===== src/hw/intra4_pkg.sv =====
// Shared types and constants for the 4x4 intra luma mode decision.
// Every RTL file and the testbench pull from this package.
// Blocks are raster ordered: pixel y*4+x sits at element y*4+x, so
// row 0 occupies the low 32 bits of a block_t.

package intra4_pkg;

    // --------------------
    // Sizes
    // --------------------
    localparam int NUM_MODES  = 4;
    localparam int BLK_DIM    = 4;
    // Distortion is weighted by 256 against the header cost
    localparam int DIST_SHIFT = 8;

    // --------------------
    // Types
    // --------------------
    typedef logic [7:0] pixel_t;

    typedef pixel_t [BLK_DIM-1:0] row_t;

    typedef pixel_t [BLK_DIM*BLK_DIM-1:0] block_t;

    typedef logic [1:0]  mode_t;
    typedef logic [20:0] sse_t;
    typedef logic [15:0] lambda_t;
    typedef logic [10:0] cost_t;
    typedef logic [31:0] score_t;

    // The lower mode index wins a tie
    localparam mode_t MODE_DC = 2'd0;
    localparam mode_t MODE_TM = 2'd1;
    localparam mode_t MODE_VE = 2'd2;
    localparam mode_t MODE_HE = 2'd3;

    // Fixed header cost per mode
    localparam cost_t MODE_COST [NUM_MODES] = '{
        11'd40,
        11'd1151,
        11'd1723,
        11'd1874
    };

endpackage


===== src/hw/intra4_mode_decide.sv =====
// Rate-distortion scoring and best mode selection.
// Score per mode is (SSE << 8) + lambda * header cost; the strict minimum
// wins, so ties keep the lower mode. Result is registered on decide_i.

`timescale 1ns/1ps

module intra4_mode_decide (
    input  logic                clk,
    input  logic                rst_n,
    input  logic                decide_i,
    input  intra4_pkg::lambda_t lambda_i,
    input  intra4_pkg::sse_t    sse_i [intra4_pkg::NUM_MODES],
    input  intra4_pkg::block_t  pred_i [intra4_pkg::NUM_MODES],
    output intra4_pkg::mode_t   best_mode_o,
    output intra4_pkg::score_t  score_o,
    output intra4_pkg::block_t  pred_o
);
    import intra4_pkg::*;

    score_t score [NUM_MODES];
    mode_t  best_mode;
    score_t best_score;

    always_comb begin
        for (int m = 0; m < NUM_MODES; m++) begin
            score[m] = ({11'b0, sse_i[m]} << DIST_SHIFT)
                     + {16'b0, lambda_i} * {21'b0, MODE_COST[m]};
        end
    end

    // Scan upward, replace only on a strictly lower score
    always_comb begin
        best_mode  = MODE_DC;
        best_score = score[0];
        for (int m = 1; m < NUM_MODES; m++) begin
            if (score[m] < best_score) begin
                best_score = score[m];
                best_mode  = mode_t'(m);
            end
        end
    end

    always_ff @(posedge clk or negedge rst_n) begin
        if (!rst_n) begin
            best_mode_o <= MODE_DC;
            score_o     <= '0;
            pred_o      <= '0;
        end else if (decide_i) begin
            best_mode_o <= best_mode;
            score_o     <= best_score;
            pred_o      <= pred_i[best_mode];
        end
    end

endmodule


===== config.mk =====
export PLATFORM = sky130hd
export DESIGN_NAME = intra4_mode_decide
export DESIGN_NICKNAME = d
export VERILOG_FILES = /design/src/hw/intra4_pkg.sv /design/src/hw/intra4_mode_decide.sv
export SDC_FILE = /design/constraint.sdc
export NUM_CORES = 1
export LEC_CHECK = 0
export BUFFER_PORTS_ARGS = -buffer_cell sky130_fd_sc_hd__buf_2
export CORE_AREA = 2 2 299 301
export CTS_BUF_LIST = sky130_fd_sc_hd__clkbuf_16
export DETAILED_ROUTE_END_ITERATION = 8
export DIE_AREA = 0 0 301 303
export SLEW_MARGIN = 20
export SYNTH_ARGS = -nofsm -noshare
export SYNTH_HDL_FRONTEND = slang
export SYNTH_SLANG_ARGS = --single-unit
export TNS_END_PERCENT = 20

===== constraint.sdc =====
create_clock -name clk -period 1.3 [get_ports clk]
set_input_delay 0.13 -clock clk [delete_from_list [all_inputs] [get_ports clk]]
set_output_delay 0.13 -clock clk [all_outputs]
set_load 0.01 [all_outputs]

; Word-level counts from Yosys, hierarchy flattened
; Index checks and enable logic that the tools add are counted.
[op_classes]
n_addsub = 4
n_mul = 4
div_mod_pow = 0
magnitude_cmp = 4
n_eq_ne = 0
shifts = 0
n_mux = 9
n_bitwise = 1
n_reduce_logical = 0
[ops]
columns = op, count
row1 = $bmux 128 s2, 1
row2 = $mux 128, 2
row3 = $add 29x27->30, 3
row4 = $lt 30x32->1, 2
row5 = $mux 30, 2
row6 = $mul 16x11->27 const B, 2
row7 = $mux 32, 1
row8 = $add 29x22->30, 1
row9 = $lt 30x30->1, 1
row10 = $mul 16x10->26 const B, 1
row11 = $mul 16x3->19 const B, 1
row12 = $mux 2, 2
row13 = $ge 3x3->1 const B, 1
row14 = $not 2->3, 1
row15 = $mux 1, 1
[totals]
register_bits = 162
latchBits = 0
ram_bits = 0
rom_bits = 0
out_inout_bits = 162
memories = 0

; Depth between registers and ports, before layout
[depth]
depth_word = 12
mapped_depth = 64
depth_no_buf = 56

; Worst setup path before layout
; Ideal clock, no wire load.
[synth_path]
path_kind = input to register
startpoint = input port lambda_i[5]
endpoint = register pred_o[16] (netlist bit)
setup_ns = 0.133
arrival_ns = 10.969
path_slack_ns = -9.802
stages = 55
path_buffers = 8
cell_sequence = inv_1 -> fa_1 -> xnor2_1 -> ha_1 -> a21o_1 -> fa_1 -> fa_1 -> inv_1 -> fa_1 -> inv_1 -> ha_1 -> o21a_1 -> o2111ai_1 -> o211ai_1 -> o211ai_1 -> a31oi_1 -> o21ai_0 -> xor2_1 -> [19 not listed] -> a21oi_4 -> buf_4 -> buf_4 -> mux2i_1 -> ha_1 -> a21o_1 -> a21o_1 -> a21oi_1 -> o21ai_0 -> a31oi_1 -> o211ai_1 -> a221oi_1 -> o31ai_2 -> nand3_1 -> clkbuf_1 -> buf_2 -> buf_2 -> o211ai_1
[synth_between]
elab_chain_len = 12
word_cells_on_any_way = 20
[synth_rtl]
columns = item, line_no
row1 = from (decl), intra4_mode_decide.sv:11  ; input intra4_pkg::lambda_t lambda_i,
row2 = $mul 16x11->27 or $mul 16x3->19 (tied branches), intra4_mode_decide.sv:27  ; + {16'b0, lambda_i} * {21'b0, MODE_COST[m]};
row3 = $add 29x27->30 or $add 29x22->30 (tied branches), intra4_mode_decide.sv:27
row4 = $lt 30x30->1, intra4_mode_decide.sv:36  ; if (score[m] < best_score) begin
row5 = $mux 30, intra4_mode_decide.sv:36
row6 = $lt 30x32->1, intra4_mode_decide.sv:36
row7 = $mux 30, intra4_mode_decide.sv:36
row8 = $lt 30x32->1, intra4_mode_decide.sv:36
row9 = $mux 2 *, intra4_mode_decide.sv:36
row10 = $not 2->3 (not written as such) *, intra4_mode_decide.sv:51  ; pred_o <= pred_i[best_mode];
row11 = $bmux 128 s2 *, intra4_mode_decide.sv:51
row12 = $mux 128 (not written as such) * (2 in series), intra4_mode_decide.sv:51
row13 = to (signal assigned), intra4_mode_decide.sv:51
row14 = to (decl), intra4_mode_decide.sv:16  ; output intra4_pkg::block_t pred_o
; Mark *: on every way between the ends. The rest lies on a longest branch, timed or not. The select of a mux whose other input is x is not followed.
; A chain may end at the register's enable or synchronous reset.

; Worst setup path in the final report
[layout_path]
startpoint = input port lambda_i[8]
endpoint = register pred_o[51] (netlist bit)
; The elaborated chain is that of the path after synthesis.

==> run metrics <==
area grow syn2layout 74.2%; design area 43,400 µm²; die width 301 µm; Initial DRC Count 2,633; worst skew pair latency 490 ps; I/O pin total 777; DR vias 29,700; Routed Antenna Nets 0; Total Nets Final 5,919; most frequent CP cell fa_1; reg2reg path depth 3; vias in the first global route 29,600; num rows 109; crit path from lambda_i[8]; Crit path depth 49; violated checks setup timing; pre-CTS WS -10,070 ps; worst r2r src pred_o[80]$_DFFE_PN0P_; Pins Over Slew Limit 0; post-place instance area 36,200 µm²; DP Wirelength 128,000 µm; status finished, violations left; CTS buffer count 17; Core Area 88,000 µm²; router iterations before antenna repair 6; synthesized instance count 2,826; Port-buffer cells 774; slew margin rel. 0.531; worst hold start pred_i[345]; Final Wtd Congestion 1.12; WP data required 1660 ps; Yosys cell types 68; CP max-delay cell fa_1; Starting Density 0.283; flops & latches, synth 160; CTS sink cnt 160; worst hold margin 25.4 ps; Inst Count DP 5,429; Post-Layout Cell Count 5,925; top_reg_cell synth dfrtp_1; number of cells on the worst hold path 3; final wirelength 156,000 µm; pin count of the biggest net entering global routing 45; first-pass GRT wire length 209,000 µm; Overflow after GRT 0; Worst Path Buf+Inv 12; WL/cell 26.3 µm; TritonCTS clock tree done; post-synthesis sequential area ratio 0.161; Die ar. 91,200 µm²; mean area per synthesized cell 8.82 µm²; initial antenna violation count 29; share of cells above drive strength 1 0.406; Worst path max stage delay 600 ps; final setup violating endpoints 193; Async SR Flop Fraction 1.00; Worst Hold Class in -> reg; Bufs on Longest Clock Path 2; EDFF count, synth 0; critical path peak fanout 8; Worst Path Arrival 10,810 ps; Layout fillers 8,231; Crit. End Element flop; worst clock skew 0 ps; crit start category input pin; Total GRT Usage 0.326; drt via density 5.01; Final period util 8.04; CTS root buf clkbuf_16; Peak Freq 0.0957 GHz; crit path time final 10,450 ps; final worst setup slack -9150 ps; Worst-Margin Slew 699 ps; Synth Cell Area 24,900 µm²; H-tree lvl count 4; Clock transition at path regs 90 ps; Die Ht 303 µm; Crit Path Category in -> reg; Fin. Hold Viols 0; DRC 0; delay-heaviest family, CP compound AO/OA/AOI/OAI gates; RSZ-0062 raised after global routing yes; Synth warnings 0; max_cap viols 0
-- path summary, 6_finish.rpt --
check	endpoint	slack, ps
max	pred_o[51]$_DFFE_PN0P_	-9150
min	pred_o[89]$_DFFE_PN0P_	30
max reg2reg	pred_o[80]$_DFFE_PN0P_	-90
min reg2reg	best_mode_o[1]$_DFFE_PN0P_	500
max in group asynchronous	pred_o[6]$_DFFE_PN0P_	590
min in group asynchronous	pred_o[5]$_DFFE_PN0P_	160
-- synthesized netlist by cell type (16+ instances only) --
| cell type | count | area, µm² |
|---|---|---|
| nand2b_1 | 18 | 113 |
| xor2_1 | 36 | 315 |
| inv_1 | 429 | 1610 |
| fa_1 | 218 | 4360 |
| nand3_1 | 50 | 250 |
| nand4_1 | 19 | 119 |
| clkbuf_1 | 79 | 297 |
| or3_1 | 16 | 100 |
| mux2i_1 | 146 | 1460 |
| a21o_1 | 56 | 420 |
| nor2_1 | 87 | 327 |
| a21oi_1 | 108 | 541 |
| buf_2 | 22 | 110 |
| xnor2_1 | 75 | 657 |
| nor2b_1 | 154 | 963 |
| nand2_1 | 193 | 724 |
| o211ai_1 | 132 | 991 |
| o21ai_0 | 103 | 515 |
| a31oi_1 | 149 | 932 |
| o22ai_1 | 17 | 106 |
| ha_1 | 353 | 4420 |
| dfrtp_1 | 160 | 4000 |
| o21a_1 | 20 | 150 |
| nor3_1 | 30 | 150 |
| o221ai_1 | 16 | 140 |
-- through the flow --
stage / util / TNS, ps
global route: 0.493 / -1509460
finish: 0.494 / -1448800
global placement: 0.411 / -1558230
detailed placement: 0.411 / -1598460
CTS: 0.472 / -1435860
floorplan: - / -1366020
-- cell families after synthesis --
| family | count (synthesis) | synth area share |
|---|---|---|
| flops | 160 | 0.161 |
| compound gates | 688 | 0.183 |
| buf+inv | 538 | 0.0830 |
| xor+xnor | 111 | 0.0390 |
| fa+ha+maj | 571 | 0.352 |
| simple gates | 603 | 0.120 |
| other cells | 1 | 0.000150 |
| mux | 154 | 0.0622 |
-- routing by layer --
layer | vias up | global-route usage | share of wire
met5 | - | 0.0295 | 0.0020
met4 | 16 | 0.180 | 0.059
met3 | 302 | 0.0899 | 0.084
met2 | 1341 | 0.535 | 0.47
met1 | 14400 | 0.385 | 0.39
li1 | 13700 | - | -
-- worst register-to-register path, cell delays in order, from the launching register on --
cell and delay [ps]:
dfrtp_2 470, nor2b_1 150, a31oi_1 410, o211ai_1 200
-- sequential cells by signal, summed over array words and instances (netlist names) --
signal and count:
pred_o 128, score_o 30, best_mode_o 2
-- timing repair --
action | 4_1_cts | 5_1_grt
gates resized for setup | 139 | 369
buffers inserted | 35 | 22
endpoints found under the setup margin | 223 | 225
cloned | 5 | 14
pin swaps | 64 | 121
hold endpoints to repair | 288 | 0
hold buffers | 375 | 0
-- cell type report --
cell class,instances,area [µm²],share of cell area
multi-input cells,2130,20200,0.466
repair buffers,1995,15500,0.356
clock buffers,17,425,0.00980
clock inverters,15,163,0.00375
well taps,1165,1460,0.0336
diodes,14,35.0,0.000807
flip-flops and latches,160,4040,0.0931
inverters,429,1620,0.0373
-- layout by cell type, fill, tap and decap left out, types with 19 or more instances in the layout --
cell	n
fa_1	214
dfrtp_1	130
a21oi_2	20
mux2i_1	132
ha_1	326
buf_6	111
buf_12	39
xnor2_1	70
ha_4	19
dlygate4sd3_1	375
buf_2	706
a21o_1	56
nand3_1	45
nand2_2	56
nand2_4	21
o21ai_0	64
buf_4	727
nor3_1	26
nor2b_1	153
o211ai_1	132
a21oi_1	86
a31oi_1	145
o21ai_1	29
nand4_1	19
xor2_1	31
clkbuf_16	26
inv_1	419
dfrtp_2	30
o21a_1	20
nand2_1	114
nor2_1	77
Power is not shown: default switching activity piles up to over one toggle a cycle in this logic, so the estimate is an artifact.
