File: config.mk
export PLATFORM = sky130hd
export DESIGN_NAME = intra4_predict_flat
export DESIGN_NICKNAME = d
export VERILOG_FILES = /design/src/hw/intra4_pkg.sv /design/src/hw/intra4_ctx_if.sv /design/src/hw/intra4_predict.sv /design/src/flat_wrapper.sv
export SDC_FILE = /design/constraint.sdc
export NUM_CORES = 1
export LEC_CHECK = 0
export ABC_AREA = 1
export BUFFER_PORTS_ARGS = -buffer_cell sky130_fd_sc_hd__clkbuf_2
export CAP_MARGIN = 15
export CORE_MARGIN = 2
export CORE_UTILIZATION = 30
export DETAILED_ROUTE_END_ITERATION = 16
export PLACE_DENSITY = 0.57
export SKIP_LAST_GASP = 1
export SYNTH_ARGS = -nofsm -noshare
export SYNTH_HDL_FRONTEND = slang
export SYNTH_SLANG_ARGS = --single-unit
export TNS_END_PERCENT = 30
File: constraint.sdc
create_clock -name vclk -period 13
set_input_delay 2.6 -clock vclk [all_inputs]
set_output_delay 2.6 -clock vclk [all_outputs]
set_load 0.005 [all_outputs]
File: src/hw/intra4_pkg.sv
// Shared types and constants for the 4x4 intra luma mode decision.
// Every RTL file and the testbench pull from this package.
// Blocks are raster ordered: pixel y*4+x sits at element y*4+x, so
// row 0 occupies the low 32 bits of a block_t.

package intra4_pkg;

    // --------------------
    // Sizes
    // --------------------
    localparam int NUM_MODES  = 4;
    localparam int BLK_DIM    = 4;
    // Distortion is weighted by 256 against the header cost
    localparam int DIST_SHIFT = 8;

    // --------------------
    // Types
    // --------------------
    typedef logic [7:0] pixel_t;

    typedef pixel_t [BLK_DIM-1:0] row_t;

    typedef pixel_t [BLK_DIM*BLK_DIM-1:0] block_t;

    typedef logic [1:0]  mode_t;
    typedef logic [20:0] sse_t;
    typedef logic [15:0] lambda_t;
    typedef logic [10:0] cost_t;
    typedef logic [31:0] score_t;

    // The lower mode index wins a tie
    localparam mode_t MODE_DC = 2'd0;
    localparam mode_t MODE_TM = 2'd1;
    localparam mode_t MODE_VE = 2'd2;
    localparam mode_t MODE_HE = 2'd3;

    // Fixed header cost per mode
    localparam cost_t MODE_COST [NUM_MODES] = '{
        11'd40,
        11'd1151,
        11'd1723,
        11'd1874
    };

endpackage

File: src/hw/intra4_ctx_if.sv
// Neighbour context of one 4x4 block.
// The sequencer loads it on start; the predictors only read it.

`timescale 1ns/1ps

interface intra4_ctx_if;
    import intra4_pkg::*;

    pixel_t top_left;
    row_t   top;
    // Only pixel 0 feeds the VE filter
    row_t   top_right;
    row_t   left;

    modport ctrl (output top_left, top, top_right, left);

    modport pred (input top_left, top, top_right, left);

endinterface

File: src/hw/intra4_predict.sv
// Combinational DC, TM, VE and HE predictors for a 4x4 luma block.
// All four blocks are produced at once from the neighbour context.

`timescale 1ns/1ps

module intra4_predict (
    intra4_ctx_if.pred         ctx,
    output intra4_pkg::block_t pred_o [intra4_pkg::NUM_MODES]
);
    import intra4_pkg::*;

    logic [10:0] dc_sum;
    logic [10:0] dc_rnd;
    pixel_t      dc_val;
    row_t        ve_row;
    row_t        he_col;
    pixel_t      top_ext [BLK_DIM+2];
    pixel_t      left_ext [BLK_DIM+2];

    // (a + 2b + c + 2) >> 2
    function automatic pixel_t avg3(input pixel_t a, input pixel_t b, input pixel_t c);
        logic [9:0] acc;
        acc = {2'b00, a} + {1'b0, b, 1'b0} + {2'b00, c} + 10'd2;
        return acc[9:2];
    endfunction

    function automatic pixel_t clip_tm(input pixel_t l, input pixel_t t, input pixel_t tl);
        logic signed [9:0] v;
        v = $signed({2'b00, l}) + $signed({2'b00, t}) - $signed({2'b00, tl});
        if (v < 10'sd0) begin
            return 8'd0;
        end
        if (v > 10'sd255) begin
            return 8'd255;
        end
        return v[7:0];
    endfunction

    // --------------------
    // Edge extension
    // --------------------
    always_comb begin
        top_ext[0]  = ctx.top_left;
        left_ext[0] = ctx.top_left;
        for (int i = 0; i < BLK_DIM; i++) begin
            top_ext[i+1]  = ctx.top[i];
            left_ext[i+1] = ctx.left[i];
        end
        top_ext[BLK_DIM+1]  = ctx.top_right[0];
        // Bottom left repeats the last left pixel
        left_ext[BLK_DIM+1] = ctx.left[BLK_DIM-1];
    end

    // DC over four top and four left pixels
    always_comb begin
        dc_sum = '0;
        for (int i = 0; i < BLK_DIM; i++) begin
            dc_sum = dc_sum + {3'b000, ctx.top[i]} + {3'b000, ctx.left[i]};
        end
    end

    assign dc_rnd = dc_sum + 11'd4;
    assign dc_val = dc_rnd[10:3];

    // Smoothed top row and left column
    always_comb begin
        for (int i = 0; i < BLK_DIM; i++) begin
            ve_row[i] = avg3(top_ext[i], top_ext[i+1], top_ext[i+2]);
            he_col[i] = avg3(left_ext[i], left_ext[i+1], left_ext[i+2]);
        end
    end

    // --------------------
    // Block fill
    // --------------------
    always_comb begin
        for (int y = 0; y < BLK_DIM; y++) begin
            for (int x = 0; x < BLK_DIM; x++) begin
                pred_o[MODE_DC][y*BLK_DIM+x] = dc_val;
                pred_o[MODE_TM][y*BLK_DIM+x] = clip_tm(ctx.left[y], ctx.top[x],
                                                       ctx.top_left);
                pred_o[MODE_VE][y*BLK_DIM+x] = ve_row[x];
                pred_o[MODE_HE][y*BLK_DIM+x] = he_col[y];
            end
        end
    end

endmodule

File: src/flat_wrapper.sv
// flat-port wrapper written by rule: the top's interface ports become plain ports
module intra4_predict_flat import intra4_pkg::*;
  (pred_o, ctx_top_left, ctx_top, ctx_top_right, ctx_left);
  intra4_ctx_if ctx_i ();
  output intra4_pkg::block_t pred_o[intra4_pkg::NUM_MODES];
  input wire logic [$bits(ctx_i.top_left)-1:0] ctx_top_left;
  input wire logic [$bits(ctx_i.top)-1:0] ctx_top;
  input wire logic [$bits(ctx_i.top_right)-1:0] ctx_top_right;
  input wire logic [$bits(ctx_i.left)-1:0] ctx_left;
  assign ctx_i.top_left = ctx_top_left;
  assign ctx_i.top = ctx_top;
  assign ctx_i.top_right = ctx_top_right;
  assign ctx_i.left = ctx_left;
  intra4_predict u_core (.ctx(ctx_i), .pred_o(pred_o));
endmodule
After elaboration in Yosys (flattened, before gate mapping)
Cells that the tools add are included.
Storage, ports and cells
  register bits: 0
  latch bits: 0
  RAM bits: 0
  ROM bits: 0
  input port bits: 104
  output and inout port bits: 512
  word-level logic and storage cells: 208
  memories: 0
Cells by class
  add/subtract/negate cells: 64
  multiply operators: 0
  divide/modulo/power cells: 0
  magnitude comparators: 32
  equality and inequality tests: 0
  shift operators: 0
  multiplexer cells: 112
  bitwise operators: 0
  reductions and logical operators: 0
Operator list (number)
  two-way mux 8 bit: 64
  > comparator 10 x 9 -> 1 bit, second input constant: 16
  less-than comparator 10 x 1 -> 1 bit, second input constant: 16
  subtractor 10 x 9 -> 10 bit: 16
  adder 8 x 8 -> 9 bit: 17
  adder 10 x 2 -> 10 bit, second input constant: 8
  adder 10 x 8 -> 10 bit: 8
  adder 8 x 9 -> 10 bit: 8
  adder 11 x 8 -> 11 bit: 6
  two-way mux 1 bit: 48
  adder 11 x 3 -> 11 bit, second input constant: 1

Longest topological paths before layout
  depth after elaboration: 8
  gate-level depth with buffers: 24
  mapped depth without buffers: 23

Worst setup path after synthesis
Ideal clock, no wire load.
  path kind: input-to-output
  from: input ctx_left[0]
  to: output pred_o[396] (netlist name)
  arrival time: 7.336 ns
  required time: 10.400 ns
  setup slack: 3.064 ns
  cell stages on the path: 20
  buffers on the path: 1
  cells stage by stage: ha_1 -> fa_1 -> nand3_1 -> nand3_1 -> xor2_1 -> inv_1 -> fa_1 -> inv_1 -> fa_1 -> inv_1 -> fa_1 -> inv_1 -> fa_1 -> inv_1 -> ha_1 -> a21oi_1 -> o21a_1 -> nand2_1 -> xor2_1 -> buf_4
RTL lines
  from (decl): line flat_wrapper.sv:9  | input wire logic [$bits(ctx_i.left)-1:0] ctx_left;
  to (decl): line flat_wrapper.sv:5  | output intra4_pkg::block_t pred_o[intra4_pkg::NUM_MODES];

==> metrics.md <==
| Metric | Value |
|---|---|
| Status | `complete, no violations` |
| Routed wire length | `75.53 mm` |
| DIE AREA | `69940 um2` |
| Comb power frac | `1.000` |
| Vias in the first global route | `17930` |
| Final std cells w/o fill | `4238` |
| Layout cell share with drive strength beyond 1 | `0.2135` |
| Most frequent cells after synthesis | `nand2_1 (685), inv_1 (510), ha_1 (345)` |
| PwrDens | `217.3 nW/um2` |
| Placed Cells | `4236` |
| Minimum clock period | `10550 ps` |
| Vias | `20120` |
| Seq/Total Area, Yosys | `0` |
| CTS resizes | `0` |
| IO Count | `616` |
| Hold path depth | `4` |
| First-pass GRT wire length | `110.8 mm` |
| Mapped Area | `20350 um2` |
| Cell-internal power | `2.030 mW` |
| Die width | `264.5 um` |
| Row count | `95` |
| Nets | `3932` |
| Placer Congestion | `0.9274` |
| Max cap viols | `0` |
| Final Power | `4.817 mW` |
| Setup TNS | `0 ps` |
| Period Utilization, post-route | `0.8114` |
| Initial core utilization | `0.3030` |
| Lkg Pwr | `13.08 nW` |
| Total core area | `67160 um2` |
| Leading cell type by number of instances after synthesis | `nand2_1` |
| Cell taking the most area after synthesis | `ha_1` |
| Syn_nets | `3637` |
| Place WS | `2463 ps` |
| Final core occ | `0.3301` |
| Per-cell routed wire length | `17.82 um` |
| Seq_cells | `0` |
| Pin slew with the least headroom to its limit | `903.8 ps` |
| Synth Warn # | `0` |
| Multi-input logic area | `16020 um2` |
| Hold EP | `pred_o[224]` |
| Final Hold Violating Endpoints | `0` |
| I/O Buffers | `592` |
| Setup ws final | `2452 ps` |
| Cells after synthesis | `3070` |
| Hold Path Class | `input pin to output port` |
| Post-DRT Antenna Nets | `0` |
| Initial antenna violation count | `4` |
| Total track usage | `0.2069` |
| Syn Area/Cell | `6.629 um2` |
| # hold bufs at CTS | `0` |
| Register area | `0 um2` |
| # DRC | `0` |
| Largest net degree at the start of global routing | `20` |
| Data arrival time of the worst path | `7950 ps` |
| Kind of critical path | `input pin to output port` |
| Max_slew headroom | `0.3975` |
| Worst VDD drop | `0.8358 mV` |
| CLK BUF | `0` |
| Unrepaired setup endpoints after global routing | `false` |
| Crit path required time | `10400 ps` |
| Hold Crit Start | `ctx_top_left[1]` |
| Final setup vio count | `0` |
| Worst Setup Start Kind | `input pin` |
| DR pass1 iterations | `6` |
| Area share of the largest cell type after synthesis | `0.2121` |
| Area grow syn2layout | `8.920%` |
| Via-per-instance ratio | `4.747` |
| Sw Ratio | `0.5786` |
| Crit. End Element | `output port` |
| Clk pwr share | `0` |
| Die height | `264.5 um` |
| Postcts setup bufs | `0` |
| GRT overflow | `0` |
| Max-slew violations | `0` |
| Sequential fraction of design power | `0` |
| Filler instances | `7341` |
| DR iter-0 viols | `1276` |
| Max Freq | `0.09480 GHz` |
| DP HPWL | `60.37 mm` |
| Synth unique cells | `35` |
| Net switching power | `2.787 mW` |
| Top cells by area, synth | `ha_1 (21%), nand2_1 (13%), fa_1 (12%), buf_4 (12%), inv_1 (9.4%)` |
| Maximum fanout along the worst path | `16` |
stage by stage:
step                      hold WS [ps]  instance area, um2
after floorplan                   5369               20350
after CTS                         5753               22160
after detailed placement          5751               22160
final                             5757               22170
after global routing              5809               22170
after global placement            5740               22160
metal layers:
layer	vias to the layer above	wire [um]	track usage
met4	2	2162	0.04699
met5	-	10	0
met1	9187	34280	0.2799
met2	638	35470	0.3597
li1	10220	-	-
met3	75	3602	0.01245
kinds of logic after synthesis:
| family | count (synthesis) | synth area share |
|---|---|---|
| simple gates | 1117 | 0.2417 |
| compound gates | 428 | 0.1226 |
| buf+inv | 842 | 0.2128 |
| xor+xnor | 220 | 0.09468 |
| fa+ha+maj | 463 | 0.3282 |
placed cells by master (no fill, tap or decap), types with 5 or more instances in the layout:
cell type	n
o21bai_1	16
a211oi_1	11
a21oi_1	251
buf_4	13
fa_1	118
nor3_1	27
nand2_1	685
inv_2	21
nand3_2	9
o211ai_1	21
nand2_2	34
o21ai_0	45
a21o_1	20
nand4_1	48
nor2_1	82
clkbuf_2	592
nand3b_1	23
a21boi_1	8
a21oi_2	10
xnor2_1	98
xor2_1	122
nand3_1	190
nor3_2	7
ha_1	345
a31oi_1	16
inv_1	509
o21bai_2	5
or2_2	7
o21ai_2	15
power by group through the flow:
stage	combinational [mW]	sequential, mW	clock [mW]
floorplan	4.41	0	0
global placement	4.86	0	0
detailed placement	4.86	0	0
CTS	4.89	0	0
global route	5.35	0	0.0000000206
finish	4.82	0	0.0000000206
critical path, cell delays in order:
cell	delay [ps]
clkbuf_2	260
ha_1	300
fa_1	400
nand3_1	90
nand3_1	170
a31oi_1	220
xor2_1	140
fa_1	490
inv_1	50
fa_1	520
inv_1	50
fa_1	560
fa_1	420
ha_1	380
nand2_1	110
nor3_1	220
nand3_1	170
nand3_1	120
nand2_1	50
nand2_1	380
clkbuf_2	210
worst max path at each step:
| stage | startpoint | to | depth (start not counted) |
|---|---|---|---|
| floorplan | ctx_left[0] | pred_o[396] | 20 |
| global placement | ctx_left[0] | pred_o[447] | 21 |
| detailed placement | ctx_left[0] | pred_o[447] | 21 |
| CTS | ctx_left[0] | pred_o[447] | 21 |
| global route | ctx_left[0] | pred_o[447] | 21 |
| finish | ctx_left[0] | pred_o[447] | 21 |
layout make-up:
class	count	share of cell area
tap	873	0.04927
timing repair buffer	605	0.1381
antenna	2	0.0002258
multi-input combinational	2228	0.7227
inverter	530	0.08974
(Power assumes the default switching activity.)
