$ cat config.mk
export PLATFORM = sky130hd
export DESIGN_NAME = intra4_sse
export DESIGN_NICKNAME = d
export VERILOG_FILES = /design/src/hw/intra4_pkg.sv /design/src/hw/intra4_sse.sv
export SDC_FILE = /design/constraint.sdc
export NUM_CORES = 1
export LEC_CHECK = 0
export CAP_MARGIN = 10
export CORE_MARGIN = 8
export CORE_UTILIZATION = 60
export DETAILED_ROUTE_END_ITERATION = 7
export DONT_BUFFER_PORTS = 1
export PLACE_DENSITY = 0.76
export SLEW_MARGIN = 0
export SYNTH_ARGS = -nofsm -noshare
export SYNTH_HDL_FRONTEND = slang
export SYNTH_SLANG_ARGS = --single-unit
$ cat constraint.sdc
create_clock -name clk -period 13.02 [get_ports clk]
set_input_delay 1.302 -clock clk [delete_from_list [all_inputs] [get_ports clk]]
set_output_delay 1.302 -clock clk [all_outputs]
set_load 0.1 [all_outputs]
$ cat src/hw/intra4_pkg.sv
// Shared types and constants for the 4x4 intra luma mode decision.
// Every RTL file and the testbench pull from this package.
// Blocks are raster ordered: pixel y*4+x sits at element y*4+x, so
// row 0 occupies the low 32 bits of a block_t.

package intra4_pkg;

    // --------------------
    // Sizes
    // --------------------
    localparam int NUM_MODES  = 4;
    localparam int BLK_DIM    = 4;
    // Distortion is weighted by 256 against the header cost
    localparam int DIST_SHIFT = 8;

    // --------------------
    // Types
    // --------------------
    typedef logic [7:0] pixel_t;

    typedef pixel_t [BLK_DIM-1:0] row_t;

    typedef pixel_t [BLK_DIM*BLK_DIM-1:0] block_t;

    typedef logic [1:0]  mode_t;
    typedef logic [20:0] sse_t;
    typedef logic [15:0] lambda_t;
    typedef logic [10:0] cost_t;
    typedef logic [31:0] score_t;

    // The lower mode index wins a tie
    localparam mode_t MODE_DC = 2'd0;
    localparam mode_t MODE_TM = 2'd1;
    localparam mode_t MODE_VE = 2'd2;
    localparam mode_t MODE_HE = 2'd3;

    // Fixed header cost per mode
    localparam cost_t MODE_COST [NUM_MODES] = '{
        11'd40,
        11'd1151,
        11'd1723,
        11'd1874
    };

endpackage

$ cat src/hw/intra4_sse.sv
// Row-serial sum of squared errors between source and one prediction.
// Pulse clear_i first, then one row_valid_i per row; the sum is valid
// the cycle after the fourth row strobe.

`timescale 1ns/1ps

module intra4_sse (
    input  logic               clk,
    input  logic               rst_n,
    input  logic               clear_i,
    input  logic               row_valid_i,
    input  logic [1:0]         row_sel_i,
    input  intra4_pkg::block_t src_i,
    input  intra4_pkg::block_t pred_i,
    output intra4_pkg::sse_t   sse_o
);
    import intra4_pkg::*;

    logic [17:0] row_sq;
    sse_t        acc_q;

    function automatic logic [15:0] sq_diff(input pixel_t a, input pixel_t b);
        pixel_t d;
        d = (a > b) ? a - b : b - a;
        return {8'h00, d} * {8'h00, d};
    endfunction

    // Four squared differences of the selected row
    always_comb begin
        row_sq = '0;
        for (int x = 0; x < BLK_DIM; x++) begin
            row_sq = row_sq + {2'b00, sq_diff(src_i[int'(row_sel_i)*BLK_DIM+x],
                                              pred_i[int'(row_sel_i)*BLK_DIM+x])};
        end
    end

    always_ff @(posedge clk or negedge rst_n) begin
        if (!rst_n) begin
            acc_q <= '0;
        end else if (clear_i) begin
            acc_q <= '0;
        end else if (row_valid_i) begin
            acc_q <= acc_q + {3'b000, row_sq};
        end
    end

    assign sse_o = acc_q;

    // Sequencer never clears and accumulates in the same cycle
    a_clear_vs_row: assert property (@(posedge clk) disable iff (!rst_n)
        !(clear_i && row_valid_i))
        else $error("clear and row strobe together");

endmodule

=== Yosys cells after proc, flatten, opt, wreduce, memory -nomap -nowiden ===
Index checks and enable logic that the tools add are counted.

* Flip-flop bits (word level): 21
* Output and inout port bits: 21

* Reductions and logical operators: 1
* Muxes and demuxes: 28
* $lt $le $gt $ge: 8
* Multiply operators: 4
* Add/sub/neg operators: 15

{| class="wikitable"
|+ Operators by type and width
! cell !! number
|-
| 8-bit binary-select mux with 4-bit select || 6
|-
| 8-bit 2-to-1 mux || 18
|-
| 8-bit by 8-bit multiplier with 16-bit output || 4
|-
| 8-bit subtractor || 8
|-
| 21-bit 2-to-1 mux || 2
|-
| 8-bit binary-select mux with 2-bit select || 2
|-
| 8-bit greater-than comparator || 4
|-
| 21-bit by 18-bit adder with 21-bit output || 1
|-
| 17-bit by 16-bit adder with 18-bit output || 1
|-
| 18-bit by 16-bit adder with 18-bit output || 1
|-
| 16-bit by 16-bit adder with 17-bit output || 1
|-
| 5-bit less-than comparator, second input constant || 3
|-
| 4-bit by 2-bit adder with 5-bit output, second input constant || 2
|-
| 4-bit by 1-bit adder with 5-bit output, second input constant || 1
|-
| 4-bit by 5-bit less-than comparator with 1-bit output, second input constant || 1
|-
| 2-bit nonzero test || 1
|}

=== Longest topological paths before layout ===
Gate-level depths: netlist (run 1).

* Depth in word-level cells: 13
* Depth in mapped cells: 40
* Mapped depth without buffers: 36

=== Worst setup path after synthesis (run 1) ===
Ideal clock, no wire load.

* Path type: input to register
* Start point: input row_sel_i[0]
* End point: register acc_q[16] (netlist: sse_o[16])
* Data required time: 12.898 ns
* Arrival: 10.744 ns
* Stages on the path: 34
* Buffers on the path: 2
* Slack: 2.154 ns
* Library setup time: 0.122 ns
* Cell sequence: clkbuf_1 > buf_1 > mux4_2 > inv_1 > ha_1 > inv_1 > fa_1 > a21oi_1 > inv_1 > a41o_1 > o2bb2ai_2 > mux2i_1 > xor2_1 > nand2_1 > fa_1 > inv_1 > fa_1 > inv_1 > fa_1 > fa_1 > inv_1 > fa_1 > fa_1 > fa_1 > inv_1 > fa_1 > inv_1 > ha_1 > a2111oi_0 > o21ai_0 > a41oi_1 > o21ai_0 > xor2_1 > a22o_1

* Longest elaborated chain between the ends: 13

{| class="wikitable"
|+ RTL lines
! element !! RTL line !! RTL
|-
| from (decl) || intra4_sse.sv:12 || <nowiki>input logic [1:0] row_sel_i,</nowiki>
|-
| 4-bit by 1-bit adder with 5-bit output || intra4_sse.sv:32, intra4_sse.sv:33 ||
|-
| 8-bit binary-select mux with 4-bit select (on tied branches) || intra4_sse.sv:33, intra4_sse.sv:32 ||
|-
| 8-bit 2-to-1 mux (on tied branches) (2 in a row) || intra4_sse.sv:33, intra4_sse.sv:32 ||
|-
| 8-bit subtractor / 8-bit greater-than comparator (equally long branches) || intra4_sse.sv:24 || <nowiki>d = (a > b) ? a - b : b - a;</nowiki>
|-
| 8-bit 2-to-1 mux || intra4_sse.sv:24 ||
|-
| 8-bit by 8-bit multiplier with 16-bit output || intra4_sse.sv:25 || <nowiki>return {8'h00, d} * {8'h00, d};</nowiki>
|-
| 16-bit by 16-bit adder with 17-bit output || intra4_sse.sv:32 || <nowiki>row_sq = row_sq + {2'b00, sq_diff(src_i[int'(row_sel_i)*BLK_DIM+x],</nowiki>
|-
| 17-bit by 16-bit adder with 18-bit output || intra4_sse.sv:32 ||
|-
| 18-bit by 16-bit adder with 18-bit output * || intra4_sse.sv:32 ||
|-
| 21-bit by 18-bit adder with 21-bit output * || intra4_sse.sv:43 || <nowiki>acc_q <= acc_q + {3'b000, row_sq};</nowiki>
|-
| 21-bit 2-to-1 mux * || intra4_sse.sv:42 || <nowiki>end else if (row_valid_i) begin</nowiki>
|-
| 21-bit 2-to-1 mux * || intra4_sse.sv:40 || <nowiki>end else if (clear_i) begin</nowiki>
|-
| to (signal assigned) || intra4_sse.sv:43 ||
|-
| to (decl) || intra4_sse.sv:20 || <nowiki>sse_t acc_q;</nowiki>
|}

Mark *: on every way between the ends. The rest lies on a longest branch, timed or not. The select of a mux whose other input is x is not followed.
A chain may end at the register's enable or synchronous reset.

=== Worst setup path after layout (run 1) ===
Same ends and word-level chain as after synthesis.

==> results by group, run 1 <==
Timing
  – Setup TNS: 0 ns
  – Period utilisation layout: 0.812
  – RSZ-0062 raised after global routing: no
  – Highest Clock Rate: 94.6 MHz
  – # setup viols final: 0
  – Period minus WS final: 10.57 ns
  – Max Transition Viols Final: 0
  – Actual slew at the worst max-slew pin: 1.07 ns
  – Max-Slew Margin vs Limit: 0.287
  – Min setup slack post-route: 2.45 ns
  – Final Skew: 0.00491 ns
  – Hold Fails Final Rpt: 0

Placed design
  – GPL Wtd Cong: 0.915
  – HPWL Detailed: 27.3 mm
  – Pre-CTS setup slack: 2.22 ns
  – Dpl cells: 1,551
  – PortBufs: 0

Layout
  – Area occupied by multi-input gates: 0.0106 mm^2
  – Most frequent cells in the layout: inv_1, fa_1, ha_1
  – Filler cells: 1,772
  – Area Overhead vs Synth: 2.68%
  – Share of cells above drive strength 1: 0.0867
  – Register area: 526 um^2
  – Most common cell after layout, fill and taps aside: inv_1
  – Post-Layout Cell Count: 1,558
  – Largest register FFs: 21
  – Fin nets: 1,919

Synth
  – Post-synth cell types: 63
  – Top_reg_cell synth: dfrtp_1
  – Yosys reg bits: 21
  – Syn avg cell area: 9.65 um^2
  – Mapped Cells: 1,306
  – Mapped cell area: 0.0126 mm^2
  – Syn Nets: 1,944
  – Post-synth EDFFs: 0
  – Syn. warnings: 0
  – Async SR Flop Fraction: 1.00
  – Sequential fraction of the synthesis area: 0.0417

CTS
  – TritonCTS clock tree: yes
  – Post-CTS Repair Setup Buffers: 0
  – Bufs on Longest Clock Path: 2
  – CTS Buf Count: 3
  – Cts hold-fix bufs: 0
  – CTS H-tree lvls: 1
  – Post-CTS sizing: 0
  – Skew-Pair Late Insertion Delay: 0.26 ns
  – Root buffer cell: clkbuf_16
  – Clk sinks: 21
  – Reg clk slew, reported paths: 0.06 ns

GRT
  – Grt ovf: 0
  – Global-route wire length before repair: 49.0 mm
  – Vias in the first global route: 9,808
  – Initial antenna violation count: 5
  – Largest net degree at the start of global routing: 65
  – All-Layer GR Usage: 0.231

Setup path
  – CP endpoint kind: flop
  – Required @ worst endpoint: 13.17 ns
  – CP arrival: 10.72 ns
  – CP Class: in -> reg
  – Crit path max fanout: 64
  – Setup crit start kind: input port
  – Slowest stage cell, crit path: xor2_1
  – Worst stage delay on the critical path: 0.72 ns
  – Most frequent CP cell: fa_1

Route
  – DR pass1 iterations: 5
  – Detailed-route via count: 8,904
  – DR DRC count: 0
  – Routed Antenna Nets: 0
  – Final wirelength: 29.7 mm
  – Initial DRC count: 444
  – Routed vias/inst: 5.72
  – WL/cell: 19.0 um

Die
  – I/O pin count: 283
  – FP Rows: 53
  – Die X: 161 um
  – Core Region: 0.0208 mm^2
  – Die area: 0.0259 mm^2
  – Die Y: 161 um
  – Initial core utilization: 0.605

Worst hold path
  – Hold Crit Class: in -> async

Flow run
  – MaxCap Viol Count: 0

Outcome
  – Status: finished clean
-- logic make-up (layout without fill, tap and decap cells) --
kind of cell / count (synthesis) / after routing / synth area share
multiplexers: 96 / 96 / 0.140
flip-flops: 21 / 21 / 0.0417
XOR/XNOR: 44 / 44 / 0.0318
AO/OA/AOI/OAI: 158 / 158 / 0.0852
adder cells (fa/ha/maj): 376 / 376 / 0.498
other: 0 / 3 / 0
AND/OR/NAND/NOR: 229 / 229 / 0.0879
buffers and inverters: 382 / 356 / 0.115
-- final timing paths --
path,start,endpoint,slack [ns],depth (start not counted)
worst min-delay path,rst_n,sse_o[17],0.73,0
worst max register to register,sse_o[7],sse_o[19],5.49,22
worst max-delay path,row_sel_i[0],sse_o[16],2.45,32
min in group clk,sse_o[18],sse_o[18],1.09,2
worst min register to register,sse_o[18],sse_o[18],1.09,2
max in group asynchronous,rst_n,sse_o[6],12.21,0
-- critical path: cells and delay by family --
family / cells / cell delay (ns)
AO/OA/AOI/OAI: 8 / 2.17
XOR/XNOR: 2 / 0.89
adder cells (fa/ha/maj): 11 / 4.90
buffers and inverters: 8 / 0.45
multiplexers: 2 / 0.74
AND/OR/NAND/NOR: 1 / 0.27
-- synthesized netlist by cell type, types with 2 or more instances --
library cell	count	area, um^2
nor4b_1	2	17.5
mux2i_1	30	300
fa_1	210	4200
o21a_1	5	37.5
a22o_1	4	35.0
mux2_2	2	22.5
nand2b_1	24	150
mux4_2	64	1440
a221o_1	3	30.0
a21oi_1	46	230
or3_1	2	12.5
nor3_1	5	25.0
a21boi_0	4	30.0
o21ai_1	2	10.0
buf_1	7	26.3
xor2_1	16	140
nand4_1	6	37.5
xor2_2	2	32.5
o211ai_1	2	15.0
a211oi_1	9	67.6
xnor2_1	26	228
nor2b_1	12	75.1
o21bai_1	11	82.6
a31o_2	2	17.5
nand3b_1	5	37.5
inv_2	2	7.51
a31oi_1	8	50.1
buf_2	9	45.0
dfrtp_1	21	526
nand3_1	3	15.0
and2_1	6	37.5
a21o_1	23	173
inv_1	340	1280
or2_2	16	100
and3_1	6	37.5
o21ai_0	19	95.1
clkbuf_1	23	86.3
nand2_1	32	120
a221oi_1	4	35.0
a311oi_1	2	17.5
nor2_1	104	390
ha_1	166	2080
-- layer usage --
metal / vias to the layer above / track usage / wire length (um)
met3: 34 / 0.0484 / 1860
met2: 274 / 0.426 / 16100
li1: 4136 / - / -
met5: - / 0 / 27
met1: 4456 / 0.274 / 11300
met4: 4 / 0.0438 / 474
-- through the flow --
stage | hold WS (ns) | instance area, um^2 | util
after floorplan | 1.01 | 12600 | -
after global placement | 1.01 | 12900 | 0.617
after detailed placement | 1.01 | 12900 | 0.617
after CTS | 0.733 | 12900 | 0.621
after global routing | 0.729 | 12900 | 0.622
final | 0.735 | 12900 | 0.622
-- area by class of cell --
cell class                 count  share of cell area
multi-input combinational    903               0.821
inverter                     342              0.0992
sequential                    21              0.0406
tap                          275              0.0266
clock buffer                   3             0.00580
timing repair buffer          10             0.00580
antenna                        3            0.000580
clock inverter                 1            0.000387
Power of run 1 is not shown: default switching activity piles up to over one toggle a cycle in this logic, so the estimate is an artifact.
==> run 2: changes to the inputs <==
Clock period 13.02 ns to 9.84 ns, I/O delays scaled along.
==> run 2 against run 1 <==
Effect of this change: worst hold slack worse by 0.32 ns; cell count grew 2.9%; clock skew decreased by 0.0026 ns; count of clock-buffer cells in the layout is 1 higher; wire length up 4.2%; via count increased by 3.2%; critical path depth rose by 1; non-clock buffer count grew 43; die area unchanged; global-route usage grew 0.64 points; first-iteration DRC count shrank 2.0%; critical path type unchanged.
==> results by group, run 2 (synthesis gave the netlist of run 1 again) <==
Layout
  – Most frequent cells in the layout: inv_1, fa_1, ha_1
  – Area Overhead vs Synth: 6.82%
  – Largest register FFs: 21 (unchanged)
  – Most common cell after layout, fill and taps aside: inv_1
  – Share of cells above drive strength 1: 0.140 (+0.0531)
  – Fin nets: 1,962 (+2.2%)
  – Filler cells: 1,735 (-2.1%)

GRT
  – Initial antenna violation count: 7 (+2)
  – Grt ovf: 0 (unchanged)
  – All-Layer GR Usage: 0.238 (+0.00637)
  – Largest net degree at the start of global routing: 65 (unchanged)
  – Global-route wire length before repair: 49.7 mm (+1.6%)
  – Vias in the first global route: 9,953 (+1.5%)

CTS
  – Root buffer cell: clkbuf_16
  – Bufs on Longest Clock Path: 2 (unchanged)
  – Reg clk slew, reported paths: 0.06 ns (about the same)
  – Clk sinks: 21 (unchanged)
  – Skew-Pair Late Insertion Delay: 0.26 ns (about the same)
  – CTS Buf Count: 3 (unchanged)
  – CTS H-tree lvls: 1 (unchanged)
  – TritonCTS clock tree: yes

Setup path
  – Slowest stage cell, crit path: fa_1
  – Buf/Inv on CP: 7 (-1)
  – CP endpoint kind: flop
  – CP arrival: 9.75 ns (-0.97 ns)
  – Top delay family on crit path: adder cells
  – CP Class: in -> reg
  – Required @ worst endpoint: 10.03 ns (-3.14 ns)
  – Most frequent CP cell: fa_1
  – Worst stage delay on the critical path: 0.56 ns (-0.16 ns)
  – Setup crit start kind: input port
  – Crit path max fanout: 64 (unchanged)

Placed design
  – GPL Wtd Cong: 0.915 (about the same)
  – Pre-CTS setup slack: -0.188 ns (-2.41 ns)
  – HPWL Detailed: 28.0 mm (+2.5%)
  – PortBufs: 0 (unchanged)

Die
  – Initial core utilization: 0.605 (unchanged)
  – I/O pin count: 283 (unchanged)
  – Core Region: 0.0208 mm^2 (unchanged)
  – Die Y: 161 um (unchanged)
  – Die area: 0.0259 mm^2 (unchanged)
  – FP Rows: 53 (unchanged)
  – Die X: 161 um (unchanged)

Timing
  – Highest Clock Rate: 105 MHz
  – Actual slew at the worst max-slew pin: 1.06 ns (-0.0146 ns)
  – RSZ-0062 raised after global routing: yes
  – Hold Fails Final Rpt: 0 (unchanged)
  – # setup viols final: 0 (unchanged)
  – Final Skew: 0.00236 ns (-0.00255 ns)
  – Min setup slack post-route: 0.285 ns (-2.16 ns)
  – Period utilisation layout: 0.971
  – Max-Slew Margin vs Limit: 0.297 (+0.00974)
  – Period minus WS final: 9.56 ns
  – Max Transition Viols Final: 0 (unchanged)

Outcome
  – Status: finished clean

Route
  – Routed Antenna Nets: 0 (unchanged)
  – Initial DRC count: 435 (-2.0%)
  – DR pass1 iterations: 5 (unchanged)
  – DR DRC count: 0 (unchanged)
  – Final wirelength: 30.9 mm (+4.2%)
  – Detailed-route via count: 9,193 (+3.2%)
  – Routed vias/inst: 5.73 (+0.35%)
  – WL/cell: 19.3 um (+1.3%)

Flow run
  – MaxCap Viol Count: 0 (unchanged)

Worst hold path
  – Hold Crit Class: in -> async
[run 2: per-stage QoR]
| step | cell area, um^2 | hold WS, ns | instances | util | setup TNS (ns) |
|---|---|---|---|---|---|
| final | 13500 | 0.412 | 1603 | 0.647 | 0 |
| after floorplan | 12700 | 0.688 | 1306 | - | 0 |
| after global placement | 13200 | 0.689 | 1590 | 0.633 | 0 |
| after global routing | 13500 | 0.399 | 1603 | 0.647 | -0.117 |
| after CTS | 13300 | 0.409 | 1594 | 0.637 | 0 |
| after detailed placement | 13200 | 0.689 | 1590 | 0.633 | -1.10 |
[run 2: worst paths after layout]
check | slack (ns) | end | start | cells past startpoint
max | 0.28 | sse_o[20] | row_sel_i[0] | 33
min | 0.41 | sse_o[9] | rst_n | 0
max reg2reg | 2.63 | sse_o[20] | sse_o[7] | 24
min reg2reg | 1.09 | sse_o[18] | sse_o[18] | 2
max in group asynchronous | 9.35 | sse_o[3] | rst_n | 0
min in group clk | 0.78 | sse_o[15] | clear_i | 1
[run 2: repair_timing]
action                     CTS  global route
hold buffers                 0             0
setup endpoints to repair    0            11
resized for setup            0            31
setup buffers                0             4
[run 2: area by class of cell]
cell class	instances	area, um^2	area share
multi-input cells	903	10800	0.804
inverters	342	1280	0.0953
clock buffers	4	78.8	0.00585
repair buffers	53	398	0.0295
well taps	275	344	0.0256
flip-flops and latches	21	526	0.0390
diodes	5	12.5	0.000929
[run 2: per-layer routing]
layer | GRT usage | routed length (um) | vias to the layer above
met4 | 0.0492 | 579 | 2
met2 | 0.428 | 16400 | 313
met3 | 0.0453 | 1960 | 38
met1 | 0.291 | 12000 | 4624
li1 | - | - | 4216
met5 | 0 | 13 | -
Power of run 2 is left out for the same reason.
